<file path="config.mk">
export PLATFORM = sky130hd
export DESIGN_NAME = strand_queues
export DESIGN_NICKNAME = d
export VERILOG_FILES = /design/src/hw/strand_pkg.sv /design/src/hw/strand_queues.sv
export SDC_FILE = /design/constraint.sdc
export NUM_CORES = 1
export LEC_CHECK = 0
export ABC_AREA = 1
export BUFFER_PORTS_ARGS = -buffer_cell sky130_fd_sc_hd__buf_4
export CORE_MARGIN = 4
export CORE_UTILIZATION = 40
export CTS_CLUSTER_DIAMETER = 40
export CTS_CLUSTER_SIZE = 24
export DETAILED_ROUTE_END_ITERATION = 10
export GPL_TIMING_DRIVEN = 0
export PLACE_DENSITY = 0.63
export SLEW_MARGIN = 25
export SYNTH_ARGS = -nofsm -noshare
export SYNTH_HDL_FRONTEND = slang
export SYNTH_SLANG_ARGS = --single-unit
</file>
<file path="constraint.sdc">
create_clock -name clk -period 3.89 [get_ports clk]
set_input_delay 0.5835 -clock clk [delete_from_list [all_inputs] [get_ports clk]]
set_output_delay 0.5835 -clock clk [all_outputs]
set_load 0.1 [all_outputs]
</file>
<file path="src/hw/strand_pkg.sv">
package strand_pkg;
	localparam int NUM_STRANDS = 4;		// Hardware strands
	localparam int STRAND_W = 2;		// Strand index width
	localparam int NUM_REGS = 16;		// Scalar registers per strand
	localparam int REG_W = 4;		// Register index width
	localparam int DATA_W = 32;		// Datapath width
	localparam int QUEUE_DEPTH = 4;		// Entries per strand queue, also initial credits
	localparam int QUEUE_PTR_W = 2;		// Queue pointer width
	localparam int OPCODE_W = 4;
	localparam int IMM_W = 16;		// Raw immediate, sign-extended on decode

	localparam logic [OPCODE_W-1:0] OP_ADD = 4'd0;
	localparam logic [OPCODE_W-1:0] OP_SUB = 4'd1;
	localparam logic [OPCODE_W-1:0] OP_AND = 4'd2;
	localparam logic [OPCODE_W-1:0] OP_OR = 4'd3;
	localparam logic [OPCODE_W-1:0] OP_XOR = 4'd4;
	localparam logic [OPCODE_W-1:0] OP_ADDI = 4'd5;	// src1 + imm
	localparam logic [OPCODE_W-1:0] OP_HALT = 4'd15;	// Disables issuing strand

	// Instruction word layout, msb first
	typedef struct packed {
		logic [OPCODE_W-1:0] opcode;	// 31:28
		logic [REG_W-1:0] dst;		// 27:24
		logic [REG_W-1:0] src1;		// 23:20
		logic [REG_W-1:0] src2;		// 19:16
		logic [IMM_W-1:0] imm;		// 15:0
	} inst_word_t;

	typedef struct packed {
		logic [STRAND_W-1:0] strand;	// Target strand
		logic [DATA_W-1:0] word;	// Raw instruction
	} inst_req_t;

	typedef struct packed {
		logic [STRAND_W-1:0] strand;
		logic [OPCODE_W-1:0] opcode;
		logic [REG_W-1:0] dst;
		logic [REG_W-1:0] src1;
		logic [REG_W-1:0] src2;
		logic [DATA_W-1:0] imm;		// Already extended
	} decoded_t;

	typedef struct packed {
		logic valid;
		decoded_t dec;
		logic [DATA_W-1:0] op1;		// After bypass
		logic [DATA_W-1:0] op2;
	} issue_t;

	typedef struct packed {
		logic valid;
		logic [STRAND_W-1:0] strand;
		logic [REG_W-1:0] dst;
		logic [DATA_W-1:0] value;
	} writeback_t;
endpackage

</file>
<file path="src/hw/strand_queues.sv">
`timescale 1ns/1ps

module strand_queues
	(input clk,
	input reset,
	input push,
	input strand_pkg::decoded_t decoded,
	input [strand_pkg::NUM_STRANDS-1:0] pop,
	output logic [strand_pkg::NUM_STRANDS-1:0] not_empty,
	output strand_pkg::decoded_t [strand_pkg::NUM_STRANDS-1:0] heads,
	output logic [strand_pkg::NUM_STRANDS-1:0] inst_credit);

	import strand_pkg::*;

	for (genvar s = 0; s < NUM_STRANDS; s++)
	begin : g_queue
		decoded_t mem [QUEUE_DEPTH];	// Circular storage
		logic [QUEUE_PTR_W-1:0] rd_ptr;
		logic [QUEUE_PTR_W-1:0] wr_ptr;
		logic [QUEUE_PTR_W:0] count;	// 0..QUEUE_DEPTH
		logic do_push;
		logic do_pop;

		// Entry steered by its own strand field
		assign do_push = push && decoded.strand == STRAND_W'(s);
		assign do_pop = pop[s] && not_empty[s];	// Ignore pop on empty

		always_ff @(posedge clk)
		begin
			if (do_push)
				mem[wr_ptr] <= decoded;
		end

		always_ff @(posedge clk, posedge reset)
		begin
			if (reset)
			begin
				rd_ptr <= '0;
				wr_ptr <= '0;
				count <= '0;
			end
			else
			begin
				if (do_push)
					wr_ptr <= wr_ptr + 1'b1;	// Wraps at depth
				if (do_pop)
					rd_ptr <= rd_ptr + 1'b1;
				if (do_push && !do_pop)
					count <= count + 1'b1;
				else if (do_pop && !do_push)
					count <= count - 1'b1;
			end
		end

		assign not_empty[s] = count != '0;
		assign heads[s] = mem[rd_ptr];	// Head visible before pop
		assign inst_credit[s] = do_pop;	// One credit back per pop
	end
endmodule

</file>
==> impl_metrics.json, run 1 <==
{
  "outcome": "finished, final reports clean",
  "syn_area_um2": 33900,
  "clk-insertion-delay-late_ns": 0.67,
  "ys_seq_elements": 828,
  "finalMaxSlewViolations": 0,
  "tritoncts": "yes",
  "dr.pass1.iters": 5,
  "dpl.hpwl_mm": 56.5,
  "synth-edff-count": 800,
  "skew_ns": 0.0322,
  "final_util": 0.503,
  "cts_buffer_depth": 3,
  "routed_wl_mm": 86.8,
  "drive_gt1_frac": 0.220,
  "tightest_slew_ns": 0.704,
  "fin_crit_sh": 0.812,
  "portBuffers": 264,
  "cp.arrival_ns": 2.57,
  "finalWorstPathRequiredPeriod_ns": 3.16,
  "final_cell_area_um2": 42200,
  "cp-end-kind": "output port",
  "synth.distinct_cells": 19,
  "place.gp.congestion": 0.760,
  "layout.cells.non_filler": 4220,
  "post_cts_resized": 0,
  "synth.net_count": 2649,
  "ant_nets": 0,
  "synth.most_common_cell": "edfxtp_1",
  "yosysTopAreaCellShare": 0.709,
  "ios": 265,
  "fillCellCount": 7115,
  "fp.dieArea_um2": 89400,
  "synth_ff_type": "edfxtp_1",
  "slew_headroom": 0.530,
  "synth_common_cells": "800 x edfxtp_1, 654 x nand2_1, 463 x inv_1",
  "synth_area_leaders": "edfxtp_1 71%, o211ai_1 8.4%, nand2_1 7.2%, inv_1 5.1%, buf_6 2.8%",
  "critPathMaxFanout": 10,
  "criticalPathCategory": "reg -> out",
  "cts_buffers": 114,
  "core_area_um2": 83800,
  "synth-seq-area-share": 0.730,
  "placed_cells": 4002,
  "grt.total_usage": 0.193,
  "htree_levels": 3,
  "yosysWarningCount": 0,
  "grt_pass1_wl_mm": 128,
  "startpoint_type": "flip-flop",
  "postCtsSetupBuffers": 0,
  "vias_per_cell": 4.84,
  "grt_pass1_vias": 20342,
  "synth_cells": 2568,
  "async_reset_ff_frac": 0.0338,
  "routedWlPerCell_um": 20.6,
  "hp-class": "in -> async",
  "rsz0062_at_grt": "false",
  "start_util": 0.404,
  "clk_pin_slew_ns": 0.06,
  "area_growth_pct": 24.5,
  "hold_viol_final": 0,
  "required_ns": 3.31,
  "cts_sinks": 828,
  "synth_area_per_cell_um2": 13.2,
  "placed_cell_area_um2": 38100,
  "yosys.area.top_type": "edfxtp_1",
  "antenna_found_initial": 4,
  "ctsRootBufferMaster": "clkbuf_16",
  "die_h_um": 299,
  "num-nets-final": 3065,
  "drt_iter0_drc": 1412,
  "maxCapViolCount": 0,
  "rows": 106,
  "drc": 0,
  "setup_violations": 0,
  "timing.fmax_mhz": 317,
  "grt_start_max_net_pins": 29,
  "overflow": 0,
  "holdBufCountCts": 0,
  "via_count": 20425,
  "dieWidth_um": 299
}
## metal layers
metal  track usage  share of wire  vias up
met2         0.322           0.48      621
li1              -              -     9771
met3        0.0435          0.072      127
met4        0.0569          0.024        2
met5             0        0.00015        -
met1         0.254           0.42     9904
## per-stage QoR
stage | setup WS, ns | setup TNS, ns | hold slack, ns
finish | 0.732 | 0 | 0.0510
global route | 0.632 | 0 | 0.0766
CTS | 0.693 | 0 | 0.0416
detailed placement | 1.10 | 0 | 0.463
global placement | -1.99 | -1478.87 | 0.454
floorplan | 0.462 | 0 | 0.442
## path summary, 6_finish.rpt
kind,to,start,depth (start not counted),slack (ns)
max in group asynchronous,g_queue[0].rd_ptr[1],reset,2,3.38
worst max register to register,g_queue[3].mem[1][22],g_queue[3].wr_ptr[1],6,1.80
min in group clk,g_queue[2].rd_ptr[0],pop[2],3,0.18
worst min register to register,g_queue[1].count[2],g_queue[1].count[2],2,0.47
worst max-delay path,heads[80],g_queue[1].rd_ptr[1],6,0.73
worst min-delay path,g_queue[2].wr_ptr[0],reset,2,0.05
## flip-flops by register name (all words and copies together) (netlist names)
name            cells
g_queue.count      12
g_queue.mem       800
g_queue.wr_ptr      8
g_queue.rd_ptr      8
## cell usage in the layout (no fill, tap or decap), types with 16 or more instances in the layout
cell / Yosys / final
o211ai_2: 22 / 22
inv_6: 0 / 17
buf_12: 0 / 28
clkinv_2: 0 / 18
clkbuf_16: 0 / 117
nand3_1: 20 / 20
buf_4: 6 / 270
buf_6: 83 / 83
buf_2: 38 / 38
ha_1: 20 / 20
dfrtp_1: 28 / 28
edfxtp_1: 800 / 800
nand2_1: 654 / 654
o211ai_1: 378 / 378
inv_1: 463 / 462
nor2_4: 0 / 16
## worst max-delay path, cell delays in order, from the launching register on
cell and delay (ns):
dfrtp_1 0.35, buf_4 0.20, inv_2 0.33, buf_2 0.31, o211ai_1 0.13, nand2_1 0.22, buf_4 0.34
## logic make-up after synthesis
group                    share of synthesized area
buffers and inverters                       0.0877
flip-flops                                   0.730
XOR/XNOR                                   0.00207
AND/OR/NAND/NOR                             0.0779
AO/OA/AOI/OAI                               0.0929
adder cells (fa/ha/maj)                    0.00975
## final cells by class
class                           count  area (um^2)  area share
Clock inverter                     92         1070      0.0254
Antenna cell                        2         5.00    0.000119
Sequential cell                   828        24700       0.586
Clock buffer                      124         2960      0.0703
Multi-Input combinational cell   1133         6310       0.150
Buffer                            136         1200      0.0285
Inverter                          471         1770      0.0419
Timing Repair Buffer              300         2730      0.0646
Tap cell                         1134         1420      0.0336
Power of run 1 is not shown: default switching activity piles up to over one toggle a cycle in this logic, so the estimate is an artifact.
==> run 2, diff against run 1 <==
--- a/config.mk
+++ b/config.mk
@@ -13,7 +13,7 @@
 export CTS_CLUSTER_SIZE = 24
 export DETAILED_ROUTE_END_ITERATION = 10
 export GPL_TIMING_DRIVEN = 0
-export PLACE_DENSITY = 0.63
+export PLACE_DENSITY = 0.65
 export SLEW_MARGIN = 25
 export SYNTH_ARGS = -nofsm -noshare
 export SYNTH_HDL_FRONTEND = slang
==> constraint.sdc (replaced) <==
create_clock -name clk -period 2.65 [get_ports clk]
set_input_delay 0.3975 -clock clk [delete_from_list [all_inputs] [get_ports clk]]
set_output_delay 0.3975 -clock clk [all_outputs]
set_load 0.1 [all_outputs]
==> impl_metrics.json, run 2 (same netlist as run 1, synthesis figures left out) <==
{
  "setup_violations": 0,
  "layout_setup_ws_ns": 0.0659,
  "final-seq-area_um2": 24700,
  "largest_reg_flops": 800,
  "skew_ns": 0.0180,
  "tightest_slew_ns": 0.716,
  "grt_pass1_vias": 20503,
  "critPathSlowestCell": "dfrtp_1",
  "timing.fmax_mhz": 387,
  "grt_start_max_net_pins": 29,
  "grt_pass1_wl_mm": 129,
  "tritoncts": "yes",
  "fin_crit_sh": 0.975,
  "critPathBufInv": 4,
  "finalWorstPathRequiredPeriod_ns": 2.58,
  "grt.total_usage": 0.193,
  "hp-class": "in -> reg",
  "rows": 106,
  "crit_chain": "inv_2 > buf_8 > buf_6 > o211ai_1 > nand2_1 > buf_6",
  "finalMaxSlewViolations": 0,
  "dpl.hpwl_mm": 57.6,
  "place.gp.congestion": 0.761,
  "cp-end-kind": "output port",
  "cts_buffer_depth": 3,
  "final_common_cell": "edfxtp_1",
  "hold_path_depth": 1,
  "drt_iter0_drc": 1451,
  "routed_wl_mm": 88.2,
  "hold_viol_final": 0,
  "regMostFlops": "g_queue.mem",
  "ctsRootBufferMaster": "clkbuf_16",
  "cts_buffers": 116,
  "startpoint_type": "flip-flop",
  "cp_common_cell": "buf_6",
  "routedWlPerCell_um": 20.8,
  "cp_num_cells": 6,
  "htree_levels": 3,
  "final_cell_mix": "800 x edfxtp_1, 641 x nand2_1, 462 x inv_1",
  "maxCapViolCount": 0,
  "required_ns": 2.25,
  "area_growth_pct": 27.1,
  "fp.dieArea_um2": 89400,
  "overflow": 0,
  "dieWidth_um": 299,
  "die_h_um": 299,
  "drc": 0,
  "worstRegToRegCells": 7,
  "num-nets-final": 3075,
  "layout.cells.non_filler": 4234,
  "multi_input_area_um2": 6340,
  "fillCellCount": 7036,
  "clk-insertion-delay-late_ns": 0.66,
  "outcome": "finished, final reports clean",
  "vias_per_cell": 4.89,
  "ant_nets": 0,
  "cp.arrival_ns": 2.19,
  "via_count": 20694,
  "ios": 265,
  "reg_top3": "g_queue.mem: 800 flops, g_queue.count: 12 flops",
  "core_area_um2": 83800,
  "clk_pin_slew_ns": 0.06,
  "critPathMaxFanout": 10,
  "placed_cells": 4005,
  "criticalPathCategory": "reg -> out",
  "slew_headroom": 0.522,
  "antenna_found_initial": 3,
  "place_ws_ns": 0.0278,
  "drive_gt1_frac": 0.227,
  "dr.pass1.iters": 5,
  "cts_sinks": 828,
  "crit_family": "buffers and inverters",
  "cpPeakStageDelay_ns": 0.42,
  "portBuffers": 264,
  "start_util": 0.404,
  "postCtsSetupBuffers": 0
}
-- run 2: timing repair --
| action | CTS | global route |
|---|---|---|
| setup endpoints to repair | 199 | 82 |
| gates resized for setup | 129 | 59 |
| endpoints found under the hold margin | 32 | 0 |
| hold buffers | 5 | 0 |
| pin swaps | 0 | 0 |
-- run 2: metrics by stage --
step	util	TNS, ns	area, um^2	hold slack [ns]
2_1_floorplan	-	-347.58	33900	0.442
3_3_place_gp	0.445	-2031.08	37300	0.453
3_5_place_dp	0.457	0	38300	0.465
4_1_cts	0.511	-0.0253	42800	0.0479
5_1_grt	0.514	-0.00427	43000	0.0636
6_report	0.514	0	43100	0.0828
-- run 2: area by class of cell --
type / count / share of cell area
sequential: 828 / 0.574
multi-input combinational: 1133 / 0.147
timing repair buffer: 308 / 0.0791
clock buffer: 132 / 0.0705
inverter: 471 / 0.0416
tap: 1134 / 0.0330
buffer: 136 / 0.0306
clock inverter: 89 / 0.0235
antenna: 3 / 0.000174
-- run 2: worst paths after layout --
| path | start | slack (ns) | endpoint |
|---|---|---|---|
| min | decoded[20] | 0.08 | g_queue[2].mem[2][20] |
| min reg2reg | g_queue[2].count[2] | 0.47 | g_queue[2].count[2] |
| min in group asynchronous | reset | 0.43 | g_queue[0].wr_ptr[1] |
| max in group asynchronous | reset | 1.76 | g_queue[2].count[2] |
| max reg2reg | g_queue[0].wr_ptr[0] | 0.61 | g_queue[0].mem[0][26] |
| max | g_queue[1].rd_ptr[0] | 0.07 | heads[97] |
-- run 2: metal layers --
metal,track usage,vias up,wire length [um]
met5,0,-,0
met4,0.0586,0,2110
met3,0.0352,129,5970
met2,0.330,619,43500
met1,0.253,10152,36600
li1,-,9794,-
Power of run 2 is left out for the same reason.
==> run 3, diff against run 2 <==
--- a/config.mk
+++ b/config.mk
@@ -14,6 +14,7 @@
 export DETAILED_ROUTE_END_ITERATION = 10
 export GPL_TIMING_DRIVEN = 0
 export PLACE_DENSITY = 0.65
+export REMOVE_ABC_BUFFERS = 1
 export SLEW_MARGIN = 25
 export SYNTH_ARGS = -nofsm -noshare
 export SYNTH_HDL_FRONTEND = slang
==> impl_metrics.json, run 3 (same netlist as run 1, synthesis figures left out) <==
{
  "hold_viol_final": 0,
  "cp-end-kind": "output port",
  "drc": 0,
  "via_count": 21191,
  "cts_sinks": 828,
  "final-seq-area_um2": 24800,
  "place.gp.congestion": 0.705,
  "skew_ns": 0.0293,
  "timing.fmax_mhz": 386,
  "maxCapViolCount": 0,
  "tritoncts": "yes",
  "final_cell_mix": "800 x edfxtp_1, 617 x nand2_1, 462 x inv_1",
  "start_util": 0.404,
  "vias_per_cell": 5.06,
  "drive_gt1_frac": 0.220,
  "core_area_um2": 83800,
  "die_h_um": 299,
  "outcome": "finished, final reports clean",
  "routed_wl_mm": 96.7,
  "finalMaxSlewViolations": 0,
  "fillCellCount": 6742,
  "ios": 265,
  "ctsRootBufferMaster": "clkbuf_16",
  "worstHoldStart": "decoded[33]",
  "ant_nets": 0,
  "cts_buffers": 108,
  "grt_start_max_net_pins": 61,
  "crit_path_start": "g_queue[0].rd_ptr[1]",
  "layout_setup_ws_ns": 0.0591,
  "grt.total_usage": 0.207,
  "critPathMaxFanout": 15,
  "clk_pin_slew_ns": 0.06,
  "htree_levels": 3,
  "multi_input_area_um2": 6400,
  "placed_cell_area_um2": 37700,
  "routedWlPerCell_um": 23.1,
  "setup_violations": 0,
  "final_cell_area_um2": 44300,
  "tightest_slew_ns": 0.670,
  "startpoint_type": "flip-flop",
  "worstReg2RegStart": "g_queue[2].count[0]",
  "hp-class": "in -> reg",
  "slew_headroom": 0.552,
  "fp.dieArea_um2": 89400,
  "hold_slack_ns": 0.0400,
  "fin_setup_tns_ns": 0,
  "fin_crit_sh": 0.978,
  "place_ws_ns": -0.106,
  "rsz0062_at_grt": "true",
  "grt_pass1_vias": 20113,
  "num-nets-final": 3040,
  "area_growth_pct": 30.7,
  "cts_buffer_depth": 3,
  "required_ns": 2.25,
  "criticalPathCategory": "reg -> out",
  "grt_pass1_wl_mm": 135,
  "overflow": 0,
  "antenna_found_initial": 2,
  "dr.pass1.iters": 6,
  "portBuffers": 264,
  "finalWorstPathRequiredPeriod_ns": 2.59,
  "cp.arrival_ns": 2.19,
  "clk-insertion-delay-late_ns": 0.67,
  "dpl.hpwl_mm": 51.0,
  "largest_reg_flops": 800,
  "regMostFlops": "g_queue.mem",
  "reg_top3": "g_queue.mem: 800 flops, g_queue.count: 12 flops",
  "dieWidth_um": 299,
  "final_common_cell": "edfxtp_1",
  "rows": 106,
  "drt_iter0_drc": 1791
}
## run 3: area by class of cell
| cell class | instances | share of cell area |
|---|---|---|
| Clock inverter | 91 | 0.0242 |
| Clock buffer | 115 | 0.0626 |
| Sequential cell | 828 | 0.559 |
| Multi-Input combinational cell | 1133 | 0.144 |
| Tap cell | 1134 | 0.0320 |
| Timing Repair Buffer | 400 | 0.130 |
| Inverter | 471 | 0.0437 |
| Antenna cell | 1 | 0.0000565 |
| Timing Repair inverter | 17 | 0.00458 |
## run 3: stage by stage
step | util | std cells
global placement | 0.430 | 3830
global route | 0.529 | 4189
finish | 0.529 | 4190
detailed placement | 0.450 | 3890
floorplan | - | 2432
CTS | 0.523 | 4180
## run 3: metal layers
| metal | GRT usage | wire (um) |
|---|---|---|
| met1 | 0.291 | 41800 |
| met4 | 0.0605 | 2910 |
| met2 | 0.338 | 44800 |
| met3 | 0.0309 | 7130 |
| met5 | 0 | 11 |
## run 3: worst paths after layout
path | end | slack [ns] | cells after the start
worst max register to register | g_queue[2].count[2] | 0.66 | 10
worst min-delay path | g_queue[0].mem[1][33] | 0.04 | 1
worst max-delay path | heads[22] | 0.06 | 5
max in group asynchronous | g_queue[1].rd_ptr[1] | 1.77 | 3
worst min register to register | g_queue[2].count[2] | 0.47 | 2
min in group asynchronous | g_queue[0].wr_ptr[1] | 0.39 | 3
## run 3: critical path, cell delays in order (launching register included)
cell	delay (ns)
dfrtp_4	0.62
buf_12	0.19
buf_16	0.18
o211ai_1	0.12
nand2_1	0.09
buf_4	0.29
## run 3: what timing repair did
action / in CTS / in global routing
pin swaps: 0 / 4
hold buffers: 26 / 0
setup buffers: 27 / 2
setup endpoints to repair: 200 / 101
hold endpoints to repair: 284 / 0
cloned: 31 / 7
gates resized for setup: 293 / 81
Power of run 3 is left out for the same reason.
